File: src/hdl/fpu_defines.svh
// fpu defines: widths, format codes, operation codes and canonical NaNs of the misc FPU
`ifndef FPU_DEFINES_SVH
`define FPU_DEFINES_SVH

// widths
`define FPU_XLEN    64
`define FPU_RFIDX_W 5
`define FPU_FTYPE_W 5
`define FPU_FLAGS_W 5

// fmt field
`define FPU_FMT_S 2'b00
`define FPU_FMT_D 2'b11

// ftype codes, same numbering as the full arithmetic unit
`define FPU_OP_FMIN      5'd3
`define FPU_OP_FMAX      5'd4
`define FPU_OP_FSGNJ     5'd17
`define FPU_OP_FSGNJN    5'd18
`define FPU_OP_FSGNJX    5'd19
`define FPU_OP_FEQ       5'd20
`define FPU_OP_FLT       5'd21
`define FPU_OP_FLE       5'd22
`define FPU_OP_FCLASS    5'd23
`define FPU_OP_FMV_TO_F  5'd24 // fmv.w.x / fmv.d.x
`define FPU_OP_FMV_TO_X  5'd25 // fmv.x.w / fmv.x.d

// canonical quiet NaNs
`define FPU_QNAN_S 32'h7fc00000
`define FPU_QNAN_D 64'h7ff8000000000000

`endif

File: src/hdl/fpu_pkg.sv
// fpu package: request, response, flag, class and compare types of the misc FPU
`include "fpu_defines.svh"

package fpu_pkg;

	// double view of a register word
	typedef struct packed {
		logic        sign;
		logic [10:0] exp;
		logic [51:0] frac;
	} fp_dbl_t;

	// single view, upper half carries no meaning for the value
	typedef struct packed {
		logic [`FPU_XLEN-33:0] upper;
		logic                  sign;
		logic [7:0]            exp;
		logic [22:0]           frac;
	} fp_sgl_t;

	typedef union packed {
		fp_dbl_t d;
		fp_sgl_t s;
	} fp_word_u;

	typedef struct packed {
		logic invalid;
		logic infinite;
		logic overflow;
		logic underflow;
		logic inexact;
	} fpu_flags_t;

	typedef struct packed {
		logic [`FPU_FTYPE_W-1:0] ftype;
		logic [1:0]              fmt;
		fp_word_u                frs1;
		fp_word_u                frs2;
		logic [`FPU_RFIDX_W-1:0] rd_idx;
	} fpu_req_t;

	typedef struct packed {
		fp_word_u                result;
		fpu_flags_t              exception_flags;
		logic                    fflags_valid;
		logic [`FPU_RFIDX_W-1:0] rd_idx;
	} fpu_resp_t;

	// exactly one of the is_* bits is set
	typedef struct packed {
		logic sign;
		logic is_zero;
		logic is_subnormal;
		logic is_normal;
		logic is_inf;
		logic is_snan;
		logic is_qnan;
	} fp_class_t;

	typedef struct packed {
		logic lt;             // a < b, ordered only
		logic eq;             // a == b, ordered only
		logic unordered;      // any NaN
		logic invalid_quiet;  // any sNaN, for feq/fmin/fmax
		logic invalid_signal; // any NaN, for flt/fle
		logic min_sel_b;
		logic max_sel_b;
	} fp_cmp_t;

endpackage

File: src/hdl/fp_classify.sv
// fp classifier: sorts one operand into its IEEE class for single or double format
`timescale 1ns/100ps
`include "fpu_defines.svh"

module fp_classify (
	input  logic [1:0]          fmt,
	input  fpu_pkg::fp_word_u   operand,
	output fpu_pkg::fp_class_t  cls
);

	logic sign;
	logic exp_max;   // exponent all ones
	logic exp_zero;
	logic frac_zero;
	logic quiet_bit; // top fraction bit

	// field extraction per format
	always_comb begin
		if (fmt == `FPU_FMT_S) begin
			sign      = operand.s.sign;
			exp_max   = &operand.s.exp;
			exp_zero  = ~|operand.s.exp;
			frac_zero = ~|operand.s.frac;
			quiet_bit = operand.s.frac[22];
		end else begin
			// double view, also for unsupported fmt (dropped later)
			sign      = operand.d.sign;
			exp_max   = &operand.d.exp;
			exp_zero  = ~|operand.d.exp;
			frac_zero = ~|operand.d.frac;
			quiet_bit = operand.d.frac[51];
		end
	end

	// one-hot class
	always_comb begin
		cls              = '0;
		cls.sign         = sign;
		if (exp_zero) begin
			if (frac_zero)
				cls.is_zero = 1'b1;
			else
				cls.is_subnormal = 1'b1;
		end else if (exp_max) begin
			if (frac_zero)
				cls.is_inf = 1'b1;
			else if (quiet_bit)
				cls.is_qnan = 1'b1;
			else
				cls.is_snan = 1'b1; // msb clear, rest nonzero
		end else begin
			cls.is_normal = 1'b1;
		end
	end

endmodule

File: src/hdl/fp_compare.sv
// fp comparator: orders two operands, picks min/max side and derives the invalid conditions
`timescale 1ns/100ps
`include "fpu_defines.svh"

module fp_compare (
	input  logic [1:0]          fmt,
	input  fpu_pkg::fp_word_u   frs1,
	input  fpu_pkg::fp_word_u   frs2,
	input  fpu_pkg::fp_class_t  cls_a,
	input  fpu_pkg::fp_class_t  cls_b,
	output fpu_pkg::fp_cmp_t    cmp
);

	logic [62:0] mag_a; // exponent and fraction as one unsigned value
	logic [62:0] mag_b;
	logic        nan_a;
	logic        nan_b;
	logic        unordered;
	logic        both_zero;
	logic        ord_lt;
	logic        ord_eq;
	logic        ord_gt;

	// magnitudes, single right-aligned
	always_comb begin
		if (fmt == `FPU_FMT_S) begin
			mag_a = {32'b0, frs1.s.exp, frs1.s.frac};
			mag_b = {32'b0, frs2.s.exp, frs2.s.frac};
		end else begin
			mag_a = {frs1.d.exp, frs1.d.frac};
			mag_b = {frs2.d.exp, frs2.d.frac};
		end
	end

	assign nan_a     = cls_a.is_snan | cls_a.is_qnan;
	assign nan_b     = cls_b.is_snan | cls_b.is_qnan;
	assign unordered = nan_a | nan_b;
	assign both_zero = cls_a.is_zero & cls_b.is_zero;

	// ordering of two non-NaN values
	always_comb begin
		ord_lt = 1'b0;
		ord_eq = 1'b0;
		if (unordered) begin
			ord_lt = 1'b0; // NaN compares false
			ord_eq = 1'b0;
		end else if (both_zero) begin
			ord_eq = 1'b1; // +0 == -0
		end else if (cls_a.sign != cls_b.sign) begin
			ord_lt = cls_a.sign;
		end else if (!cls_a.sign) begin
			ord_lt = mag_a < mag_b;
			ord_eq = mag_a == mag_b;
		end else begin
			// both negative, larger magnitude is smaller
			ord_lt = mag_a > mag_b;
			ord_eq = mag_a == mag_b;
		end
	end

	assign ord_gt = ~ord_lt & ~ord_eq & ~unordered;

	always_comb begin
		cmp                = '0;
		cmp.lt             = ord_lt;
		cmp.eq             = ord_eq;
		cmp.unordered      = unordered;
		cmp.invalid_quiet  = cls_a.is_snan | cls_b.is_snan;
		cmp.invalid_signal = unordered;

		// b wins when a is the lone NaN or b lies on the wanted side
		cmp.min_sel_b = (nan_a & ~nan_b) |
			(~unordered & (ord_gt | (both_zero & cls_b.sign & ~cls_a.sign)));
		cmp.max_sel_b = (nan_a & ~nan_b) |
			(~unordered & (ord_lt | (both_zero & cls_a.sign & ~cls_b.sign)));
	end

endmodule

File: src/hdl/fp_result_select.sv
// result selector: builds the per-ftype result and flags, then registers the response
`timescale 1ns/100ps
`include "fpu_defines.svh"

module fp_result_select (
	input  logic                clk,
	input  logic                arst_n,
	input  logic                in_valid,
	input  fpu_pkg::fpu_req_t   req,
	input  fpu_pkg::fp_class_t  cls_a,
	input  fpu_pkg::fp_class_t  cls_b,
	input  fpu_pkg::fp_cmp_t    cmp,
	output logic                out_valid,
	output fpu_pkg::fpu_resp_t  resp
);

	logic                is_s;
	logic                fmt_ok;
	logic                both_nan;
	logic                pick_b;
	logic                inj_sign;
	logic [9:0]          class_mask;
	logic [`FPU_XLEN-1:0] res;
	fpu_pkg::fpu_flags_t flags;
	logic                flags_vld;
	fpu_pkg::fpu_resp_t  resp_nxt;

	// single results sit zero-extended in the low half
	function automatic logic [`FPU_XLEN-1:0] fit_word(input fpu_pkg::fp_word_u w,
		input logic single);
		fit_word = single ? {32'b0, w[31:0]} : w;
	endfunction

	assign is_s     = req.fmt == `FPU_FMT_S;
	assign fmt_ok   = is_s | (req.fmt == `FPU_FMT_D);
	assign both_nan = cmp.unordered & (cls_a.is_snan | cls_a.is_qnan) &
		(cls_b.is_snan | cls_b.is_qnan);
	assign pick_b   = (req.ftype == `FPU_OP_FMIN) ? cmp.min_sel_b : cmp.max_sel_b;

	always_comb begin
		case (req.ftype)
			`FPU_OP_FSGNJN: inj_sign = ~cls_b.sign;
			`FPU_OP_FSGNJX: inj_sign = cls_a.sign ^ cls_b.sign;
			default:        inj_sign = cls_b.sign;
		endcase
	end

	// fclass: -inf .. +inf, then sNaN, qNaN
	assign class_mask = {cls_a.is_qnan, cls_a.is_snan,
		~cls_a.sign & cls_a.is_inf, ~cls_a.sign & cls_a.is_normal,
		~cls_a.sign & cls_a.is_subnormal, ~cls_a.sign & cls_a.is_zero,
		cls_a.sign & cls_a.is_zero, cls_a.sign & cls_a.is_subnormal,
		cls_a.sign & cls_a.is_normal, cls_a.sign & cls_a.is_inf};

	always_comb begin
		res       = '0;
		flags     = '0;
		flags_vld = 1'b0;
		if (fmt_ok) begin
			case (req.ftype)
				`FPU_OP_FMIN, `FPU_OP_FMAX: begin
					flags_vld     = 1'b1;
					flags.invalid = cmp.invalid_quiet;
					if (both_nan)
						res = is_s ? {32'b0, `FPU_QNAN_S} : `FPU_QNAN_D;
					else
						res = fit_word(pick_b ? req.frs2 : req.frs1, is_s);
				end
				`FPU_OP_FSGNJ, `FPU_OP_FSGNJN, `FPU_OP_FSGNJX: begin
					if (is_s)
						res = {32'b0, inj_sign, req.frs1.s.exp, req.frs1.s.frac};
					else
						res = {inj_sign, req.frs1.d.exp, req.frs1.d.frac};
				end
				`FPU_OP_FEQ: begin
					flags_vld     = 1'b1;
					flags.invalid = cmp.invalid_quiet; // quiet compare
					res           = {63'b0, cmp.eq};
				end
				`FPU_OP_FLT: begin
					flags_vld     = 1'b1;
					flags.invalid = cmp.invalid_signal;
					res           = {63'b0, cmp.lt};
				end
				`FPU_OP_FLE: begin
					flags_vld     = 1'b1;
					flags.invalid = cmp.invalid_signal;
					res           = {63'b0, cmp.lt | cmp.eq};
				end
				`FPU_OP_FCLASS:   res = {54'b0, class_mask};
				`FPU_OP_FMV_TO_F: res = fit_word(req.frs1, is_s);
				`FPU_OP_FMV_TO_X: begin
					if (is_s)
						res = {{32{req.frs1.s.sign}}, req.frs1[31:0]}; // sign-extend to xlen
					else
						res = req.frs1;
				end
				default: res = '0; // unused code
			endcase
		end
	end

	always_comb begin
		resp_nxt                 = '0;
		resp_nxt.result          = res;
		resp_nxt.exception_flags = flags;
		resp_nxt.fflags_valid    = flags_vld;
		resp_nxt.rd_idx          = req.rd_idx;
	end

	// output stage, holds until the next accepted request
	always_ff @(posedge clk or negedge arst_n) begin
		if (!arst_n) begin
			out_valid <= 1'b0;
			resp      <= '0;
		end else begin
			out_valid <= in_valid;
			if (in_valid)
				resp <= resp_nxt;
		end
	end

endmodule

File: src/hdl/fpu_misc_unit.sv
// misc fpu top: min/max, sign injection, compares, fclass and moves with one cycle latency
`timescale 1ns/100ps

module fpu_misc_unit (
	input  logic               clk,
	input  logic               arst_n,
	input  logic               in_valid,
	input  fpu_pkg::fpu_req_t  req,
	output logic               out_valid,
	output fpu_pkg::fpu_resp_t resp
);

	fpu_pkg::fp_class_t cls_a; // class of frs1
	fpu_pkg::fp_class_t cls_b; // class of frs2
	fpu_pkg::fp_cmp_t   cmp;

	// operand classifiers
	fp_classify u_cls_a (
		.fmt     (req.fmt),
		.operand (req.frs1),
		.cls     (cls_a)
	);

	fp_classify u_cls_b (
		.fmt     (req.fmt),
		.operand (req.frs2),
		.cls     (cls_b)
	);

	// ordering and min/max side
	fp_compare u_cmp (
		.fmt   (req.fmt),
		.frs1  (req.frs1),
		.frs2  (req.frs2),
		.cls_a (cls_a),
		.cls_b (cls_b),
		.cmp   (cmp)
	);

	// result mux and output register
	fp_result_select u_sel (
		.clk       (clk),
		.arst_n    (arst_n),
		.in_valid  (in_valid),
		.req       (req),
		.cls_a     (cls_a),
		.cls_b     (cls_b),
		.cmp       (cmp),
		.out_valid (out_valid),
		.resp      (resp)
	);

endmodule

File: config.mk
export PLATFORM = sky130hd
export DESIGN_NAME = fpu_misc_unit
export DESIGN_NICKNAME = d
export VERILOG_FILES = /design/src/hdl/fpu_pkg.sv /design/src/hdl/fp_classify.sv /design/src/hdl/fp_compare.sv /design/src/hdl/fp_result_select.sv /design/src/hdl/fpu_misc_unit.sv
export VERILOG_INCLUDE_DIRS = /design/src /design/src/hdl
export SDC_FILE = /design/constraint.sdc
export NUM_CORES = 1
export LEC_CHECK = 0
export BUFFER_PORTS_ARGS = -buffer_cell sky130_fd_sc_hd__buf_2
export CAP_MARGIN = 20
export CORE_MARGIN = 4
export CORE_UTILIZATION = 44
export CTS_BUF_LIST = sky130_fd_sc_hd__clkbuf_4 sky130_fd_sc_hd__clkbuf_8
export DETAILED_ROUTE_END_ITERATION = 8
export PLACE_DENSITY_LB_ADDON = 0.15
export REMOVE_ABC_BUFFERS = 1
export SYNTH_ARGS = -nofsm -noshare
export SYNTH_HDL_FRONTEND = slang
export SYNTH_SLANG_ARGS = --single-unit
File: constraint.sdc
create_clock -name clk -period 1.35 [get_ports clk]
set_input_delay 0.0675 -clock clk [delete_from_list [all_inputs] [get_ports clk]]
set_output_delay 0.0675 -clock clk [all_outputs]
set_load 0.02 [all_outputs]
* After elaboration in Yosys (flattened, before gate mapping)
Cells that the tools add are included.
** Operators by class
- Magnitude comparators :: 2
- Equal/unequal tests :: 14
- Mux-type cells :: 51
- Bitwise operators :: 37
- Reduce and logical (&&, ||, !) cells :: 26
** Operator list (number)
- 64-bit one-hot mux with 8 select lines :: 1
- 64-bit two-way mux :: 7
- 63-bit two-way mux :: 3
- 52-bit OR reduction :: 2
- 63-bit == test :: 1
- 63-bit greater-than comparator :: 1
- 63-bit less-than comparator :: 1
- 23-bit OR reduction :: 2
- 5-bit == test (second input constant) :: 9
- 1-bit two-way mux :: 30
- 11-bit AND reduction :: 2
- 11-bit OR reduction :: 2
- 1-bit AND :: 20
- 8-bit AND reduction :: 2
- 8-bit OR reduction :: 2
- 2-bit two-way mux :: 6
- 1-bit OR :: 10
- 1-bit zero test :: 8
- 1-bit NOT :: 6
- 3-bit OR reduction :: 2
- 5-bit by 2-bit == test with 1-bit output (second input constant) :: 1
- 5-bit by 3-bit == test with 1-bit output (second input constant) :: 1
- 5-bit OR reduction :: 1
- 4-bit two-way mux :: 1
- 7 further kinds :: 9
** Storage, ports and cells
- Register bits :: 72
- Bits of input ports :: 143
- Logic and storage cells :: 135

* Depth between registers and ports, before layout
- Depth after elaboration :: 21
- Depth in mapped cells :: 20
- Gate-level depth less buffers :: 14

* By module
Synthesis repeated with hierarchy kept, for this count alone.
** Unflattened totals
- Cells, all modules :: 884
- Area, all modules :: 7106.8 µm²
** Modules (own cells, without submodules)
- fp_result_select :: times used 1, cells each 501, area an instance 4443.0 µm²
- fp_compare :: times used 1, cells each 289, area an instance 2023.2 µm²
- fp_classify :: times used 2, cells each 47, area an instance 320.3 µm²

* Worst setup path after synthesis
OpenSTA, ideal clock, no wires.
- Kind :: input -> register
- From :: input port req[133] in the netlist's numbering
- To :: register, netlist name u_sel.resp[23]
- Arrival :: 4.138 ns
- Required time :: 1.224 ns
- Setup slack :: -2.913 ns
- Cell stages on the path :: 19
- Path buffers :: 5
- Cells stage by stage :: inv_1 ha_1 buf_2 clkbuf_1 clkbuf_1 clkbuf_1 nor2b_1 ha_1 a21oi_1 nand2_1 a221o_1 a211o_1 a21oi_1 mux2i_1 a31oi_4 a31o_2 and2_4 buf_6 a221o_1
** On the way
- Word-level cells in the longest chain between the ends :: 21
- Elaborated cells between the ends (all ways) :: 71
- Classes of those cells :: order compare: 2; eq/ne: 3; mux: 39; bitwise: 26; reduce/logical: 1
** RTL lines
- start, declared :: line fpu_misc_unit.sv:8 : input fpu_pkg::fpu_req_t req,
- branches (longest 20 deep; another with 63-bit less-than comparator)
- 64-bit two-way mux (*) :: line fp_result_select.sv:59 : if (fmt_ok) begin
Every way passes the cells marked *.
A chain may end at the register's enable or synchronous reset.

* Worst setup path in the final report
- From :: input port req[133] in the netlist's numbering
- To :: register, netlist name u_sel.resp[53]
** On the way
- Word-level cells in the longest chain between the ends :: 21
- Elaborated cells between the ends (all ways) :: 74
- Classes of those cells :: order compare: 2; eq/ne: 3; mux: 42; bitwise: 26; reduce/logical: 1
** RTL lines (line)
- branches (longest 20 deep; another with 63-bit less-than comparator)
- 64-bit two-way mux (*) :: fp_result_select.sv:59
Marked as above.

==> flow_summary.html <==
<table>
<tr><th>Metric</th><th>Value</th></tr>
<tr><th colspan="2">Status</th></tr>
<tr><td>Result of the run</td><td>finished with violations</td></tr>
<tr><td>Failing checks</td><td>negative setup slack</td></tr>
<tr><th colspan="2">Power and ir drop</th></tr>
<tr><td>Logic gate share of total power</td><td>40.1%</td></tr>
<tr><td>Share of power burned in registers</td><td>30.9%</td></tr>
<tr><td>Pwr/cell area</td><td>about 660 nW/um2</td></tr>
<tr><td>Total Power</td><td>around 7.2 mW</td></tr>
<tr><td>Net switching fraction of the power</td><td>a little over a third</td></tr>
<tr><td>Internal power consumption</td><td>approximately 4.7 mW</td></tr>
<tr><td>Clock network fraction of design power</td><td>between 20 and 30%</td></tr>
<tr><td>Power spent charging and discharging nets</td><td>approximately 2.5 mW</td></tr>
<tr><td>Maximum VDD drop</td><td>between 0.6 and 0.7 mV</td></tr>
<tr><td>Pleak</td><td>~5.5 nW</td></tr>
<tr><th colspan="2">Synth</th></tr>
<tr><td>Post-synthesis sequential element count</td><td>a little over 70</td></tr>
<tr><td>Top FF cell, synth</td><td>sky130_fd_sc_hd__dfrtp_1</td></tr>
<tr><td>Biggest area contributors in the synthesized netlist</td><td>sky130_fd_sc_hd__dfrtp_1, sky130_fd_sc_hd__ha_1, sky130_fd_sc_hd__a21oi_1</td></tr>
<tr><td>Sequential element share of the synthesized area</td><td>roughly a quarter</td></tr>
<tr><td>Number of distinct standard cells referenced by the synthesized netlist</td><td>69</td></tr>
<tr><td>Basic-gate share of the synthesized area counting and, or, nand and nor cells</td><td>27.5%</td></tr>
<tr><td>Average size of a mapped cell</td><td>around 8 um2</td></tr>
<tr><td>Most area-hungry cell type in the Yosys netlist</td><td>sky130_fd_sc_hd__dfrtp_1</td></tr>
<tr><td>Post-synth ARST share</td><td>100%</td></tr>
<tr><td>Gate Count Post-Synth</td><td>828</td></tr>
<tr><td>Count of flip-flops with a built-in enable after synthesis</td><td>0</td></tr>
<tr><td>Complex-gate fraction of the synthesized area</td><td>about 25%</td></tr>
<tr><td>Warnings, synthesis</td><td>0</td></tr>
<tr><td>Area share of the leading cell type in the synthesized netlist</td><td>a little over a quarter</td></tr>
<tr><td>Post-synthesis adder-cell area fraction</td><td>between 10% and 20%</td></tr>
<tr><td>Share of synthesized area spent on multiplexers</td><td>approximately 3.4%</td></tr>
<tr><td>Main combinational cell family by area after synthesis</td><td>simple AND/OR/NAND/NOR gates</td></tr>
<tr><td>Synthesized cell area</td><td>6770 um2</td></tr>
<tr><td>Parity-gate share of the synthesized area counting xor and xnor cells</td><td>0%</td></tr>
<tr><th colspan="2">Die</th></tr>
<tr><td>Initial cell density of the core</td><td>44.7%</td></tr>
<tr><td>Boundary pin count</td><td>219</td></tr>
<tr><td>Y dimension of the die</td><td>roughly 130 um</td></tr>
<tr><td>Total number of placement rows</td><td>45</td></tr>
<tr><td>DIE WIDTH</td><td>between 100 and 150 um</td></tr>
<tr><td>Core footprint</td><td>15100 um2</td></tr>
<tr><td>Full die area</td><td>17400 um2</td></tr>
<tr><th colspan="2">Clock network</th></tr>
<tr><td>CTS Buffer Depth</td><td>2</td></tr>
<tr><td>CTS Buf Count</td><td>9</td></tr>
<tr><td>Clock sinks</td><td>72</td></tr>
<tr><td>CTS tree</td><td>yes</td></tr>
<tr><td>H-tree lvl count</td><td>3</td></tr>
<tr><td>Clock tree root buffer cell</td><td>sky130_fd_sc_hd__clkbuf_8</td></tr>
<tr><td>Clock latency reported for the late side of the worst-skew pair</td><td>370 ps</td></tr>
<tr><td>Clock transition time at the flip-flop clock pins of the worst setup and hold paths</td><td>100 ps</td></tr>
<tr><th colspan="2">Place</th></tr>
<tr><td>Number of buffers added on ports</td><td>214</td></tr>
<tr><td>RD Place Congestion</td><td>slightly below 1</td></tr>
<tr><td>Placement Cell Area</td><td>9770 um2</td></tr>
<tr><td>Count of placed standard cells including taps</td><td>approximately 1400</td></tr>
<tr><td>HPWL reported at the end of detailed placement</td><td>around 20000 um</td></tr>
<tr><th colspan="2">STA</th></tr>
<tr><td>Maximum frequency from static timing analysis</td><td>0.303 GHz</td></tr>
<tr><td>Setup repair after global routing missed its margin</td><td>yes</td></tr>
<tr><td>Setup Viol. Count Final</td><td>65</td></tr>
<tr><td>Share of the clock period used by the worst path</td><td>244%</td></tr>
<tr><td>TNS Setup</td><td>-116880 ps</td></tr>
<tr><td>PnR worst setup slack</td><td>-1950 ps</td></tr>
<tr><td>Final period demand of the worst path</td><td>~3300 ps</td></tr>
<tr><td>Final-report max-slew violation count</td><td>0</td></tr>
<tr><td>Slew margin rel.</td><td>approximately 56%</td></tr>
<tr><td>Slew of the pin with the lowest slew margin</td><td>661 ps</td></tr>
<tr><td>Clock tree skew after final layout</td><td>0 ps</td></tr>
<tr><td>Final hold violations</td><td>0</td></tr>
<tr><th colspan="2">Min path</th></tr>
<tr><td>Count of cells along the worst hold path</td><td>3</td></tr>
<tr><td>Classification of the worst-slack hold path</td><td>in -&gt; reg</td></tr>
<tr><td>Min-Delay Endpoint</td><td>u_sel.resp[23]$_DFFE_PN0P_</td></tr>
<tr><td>Hold_sp</td><td>req[17]</td></tr>
<tr><th colspan="2">Finish</th></tr>
<tr><td>Share of final-layout standard cells stronger than drive strength 1</td><td>between 40% and 50%</td></tr>
<tr><td>Commonest cells after routing, fill and taps aside</td><td>sky130_fd_sc_hd__buf_4, sky130_fd_sc_hd__buf_2, sky130_fd_sc_hd__dfrtp_1, sky130_fd_sc_hd__nand2_1, sky130_fd_sc_hd__a21oi_1</td></tr>
<tr><td>Nets</td><td>roughly 1500</td></tr>
<tr><td>Area used by sequential logic in the layout</td><td>1800 um2</td></tr>
<tr><td>Final Cell Area</td><td>11000 um2</td></tr>
<tr><td>Ant diodes</td><td>0</td></tr>
<tr><td>Fillers</td><td>between 1000 and 1500</td></tr>
<tr><td>Synthesis-to-finish area growth</td><td>61.8%</td></tr>
<tr><td>Most common cell after layout, fill and taps aside</td><td>sky130_fd_sc_hd__buf_4</td></tr>
<tr><td>Area of the multi-input gates</td><td>around 5000 um2</td></tr>
<tr><td>Non-filler instance count after layout</td><td>about 1500</td></tr>
<tr><th colspan="2">Global routing</th></tr>
<tr><td>First-pass GRT wire length</td><td>approximately 44000 um</td></tr>
<tr><td>Overall routing resource usage</td><td>31.1%</td></tr>
<tr><td>Pin count of the biggest net entering global routing</td><td>73</td></tr>
<tr><td>Total congestion overflow</td><td>0</td></tr>
<tr><td>Initial antenna violation count</td><td>0</td></tr>
<tr><td>Vias in the first global route</td><td>8472</td></tr>
<tr><th colspan="2">Setup path</th></tr>
<tr><td>Reg-to-reg setup timing slack</td><td>approximately 420 ps</td></tr>
<tr><td>Cell type of the slowest stage on the worst timing path</td><td>sky130_fd_sc_hd__a221o_1</td></tr>
<tr><td>Maximum fanout count along the critical path</td><td>10</td></tr>
<tr><td>Most numerous cell on the critical path</td><td>sky130_fd_sc_hd__buf_6</td></tr>
<tr><td>Arrival @ worst endpoint</td><td>around 3600 ps</td></tr>
<tr><td>Critical path class</td><td>in -&gt; reg</td></tr>
<tr><td>Worst setup SP type</td><td>primary input</td></tr>
<tr><td>R2r startpoint</td><td>u_sel.resp[53]$_DFFE_PN0P_</td></tr>
<tr><td>Critical path, cell by cell</td><td>buf_6 &gt; inv_4 &gt; ha_4 &gt; buf_6 &gt; buf_6 &gt; nor2b_4 &gt; ha_4 &gt; nand4_1 &gt; buf_4 &gt; nor4_4 &gt; buf_4 &gt; nand3_4 &gt; nand4b_1 &gt; nand2_2 &gt; nor4_4 &gt; a31oi_4 &gt; and2_4 &gt; buf_12 &gt; nor3_4 &gt; buf_12 &gt; a221o_1</td></tr>
<tr><td>Delay contributed by the slowest stage of the critical path</td><td>about 350 ps</td></tr>
<tr><td>Worst R2R End</td><td>u_sel.resp[53]$_DFFE_PN0P_</td></tr>
<tr><td>Worst path top cell family by delay</td><td>simple AND/OR/NAND/NOR gates</td></tr>
<tr><td>Worst R2R Path Depth</td><td>3</td></tr>
<tr><td>CP bufs+invs</td><td>8</td></tr>
<tr><td>Critical Path RT</td><td>about 1600 ps</td></tr>
<tr><td>Crit end category</td><td>flip-flop</td></tr>
<tr><th colspan="2">Detailed routing</th></tr>
<tr><td>Overall via count from detail_route</td><td>8622</td></tr>
<tr><td>Routed wire length</td><td>28500 um</td></tr>
<tr><td>Detailed Route Iter0 Violations</td><td>530</td></tr>
<tr><td>Number of routed nets with antenna violations</td><td>0</td></tr>
<tr><td>Average vias per placed instance</td><td>about 5.8</td></tr>
<tr><td>Post-DR wirelength/cell</td><td>roughly 19 um</td></tr>
<tr><td>Post-route DRC violation count</td><td>0</td></tr>
<tr><td>First-pass DRT Iterations</td><td>5</td></tr>
<tr><th colspan="2">Job</th></tr>
<tr><td>Max capacitance violation total</td><td>0</td></tr>
</table>
## cell usage after synthesis (2+ instances only)
cell                       instances
sky130_fd_sc_hd__buf_2             6
sky130_fd_sc_hd__a211oi_1          4
sky130_fd_sc_hd__a221o_1          32
sky130_fd_sc_hd__dfrtp_1          72
sky130_fd_sc_hd__mux2_2            7
sky130_fd_sc_hd__o21ai_0          35
sky130_fd_sc_hd__nand4_1          27
sky130_fd_sc_hd__and2_1            3
sky130_fd_sc_hd__clkbuf_1         33
sky130_fd_sc_hd__nor4_2            4
sky130_fd_sc_hd__mux2i_1          15
sky130_fd_sc_hd__a221oi_1          2
sky130_fd_sc_hd__a31oi_1          10
sky130_fd_sc_hd__nand2b_1         36
sky130_fd_sc_hd__nor3_1           12
sky130_fd_sc_hd__o21bai_1          3
sky130_fd_sc_hd__o21a_1            2
sky130_fd_sc_hd__nor2b_1          48
sky130_fd_sc_hd__inv_1            44
sky130_fd_sc_hd__buf_6             3
sky130_fd_sc_hd__o21ai_1           2
sky130_fd_sc_hd__nand3b_1         14
sky130_fd_sc_hd__and3_1            9
sky130_fd_sc_hd__nand3_1          26
sky130_fd_sc_hd__a21oi_1          76
sky130_fd_sc_hd__ha_1             64
sky130_fd_sc_hd__nor2_1           33
sky130_fd_sc_hd__a22oi_1           9
sky130_fd_sc_hd__a32oi_1           4
sky130_fd_sc_hd__o31ai_1          16
sky130_fd_sc_hd__o211ai_1          3
sky130_fd_sc_hd__nand2_1          72
sky130_fd_sc_hd__buf_1             2
sky130_fd_sc_hd__o221ai_1         14
sky130_fd_sc_hd__a21o_1           15
sky130_fd_sc_hd__nor4_1           32
sky130_fd_sc_hd__buf_4             7
## per-stage QoR
step / setup WS (ps) / hold WS [ps] / util [%]
floorplan: -4460 / -228 / -
global placement: -2460 / 117 / 64.5
detailed placement: -2560 / 125 / 64.5
CTS: -1750 / 7.25 / 70.6
global route: -2010 / 26.8 / 72.3
finish: -1950 / 14.2 / 72.3
## cells by family after synthesis
family,Yosys count
compound gates,242
fa+ha+maj,64
buf+inv,96
flops,72
mux,22
other cells,1
simple gates,331
## what timing repair did
action,in CTS,in global routing
buffers inserted,12,15
resized for setup,73,39
hold buffers,18,0
endpoints found under the hold margin,87,0
gates cloned,4,1
setup endpoints to repair,65,65
pin swaps,41,33
## flip-flops by register name, indices dropped and copies added, names as in the netlist
register         cells
u_sel.resp          71
u_sel.out_valid      1
## area by class of cell
type,count,area share [%]
clock buffers,9,1.13
multi-input cells,664,45.6
repair buffers,500,32.1
well taps,188,2.15
clock inverters,7,0.936
flip-flops and latches,72,16.4
inverters,45,1.59
## worst max path at each step
stage / start / endpoint / slack [ps] / cells after the start
after CTS: req[134] / u_sel.resp[36]$_DFFE_PN0P_ / -1750 / 22
after global placement: req[133] / u_sel.resp[22]$_DFFE_PN0P_ / -2460 / 16
final: req[133] / u_sel.resp[53]$_DFFE_PN0P_ / -1950 / 21
after detailed placement: req[133] / u_sel.resp[29]$_DFFE_PN0P_ / -2560 / 16
after global routing: req[133] / u_sel.resp[53]$_DFFE_PN0P_ / -2010 / 21
after floorplan: req[133] / u_sel.resp[33]$_DFFE_PN0P_ / -4460 / 14
## power by group through the flow
stage / logic, mW / registers [mW] / clock network [mW]
final: 2.89 / 2.23 / 2.09
after global routing: 3.12 / 2.24 / 2.20
after CTS: 2.74 / 2.23 / 2.12
after detailed placement: 2.37 / 2.27 / 0
after global placement: 2.34 / 2.27 / 0
after floorplan: 0.991 / 2.34 / 0
## worst reg2reg max path, cell delays in order (launching register included)
cell and delay [ps]:
sky130_fd_sc_hd__dfrtp_1 380, sky130_fd_sc_hd__inv_1 50, sky130_fd_sc_hd__o21ai_0 90, sky130_fd_sc_hd__a221o_1 300
## layer usage
| layer | track usage (%) | up-vias | wire length (um) |
|---|---|---|---|
| li1 | - | 4061 | - |
| met1 | 39.8 | 4019 | 11500 |
| met2 | 51.5 | 466 | 13300 |
| met3 | 6.64 | 76 | 2570 |
| met4 | 12.1 | 0 | 1080 |
| met5 | 0 | - | 0 |
(Power assumes the default switching activity.)
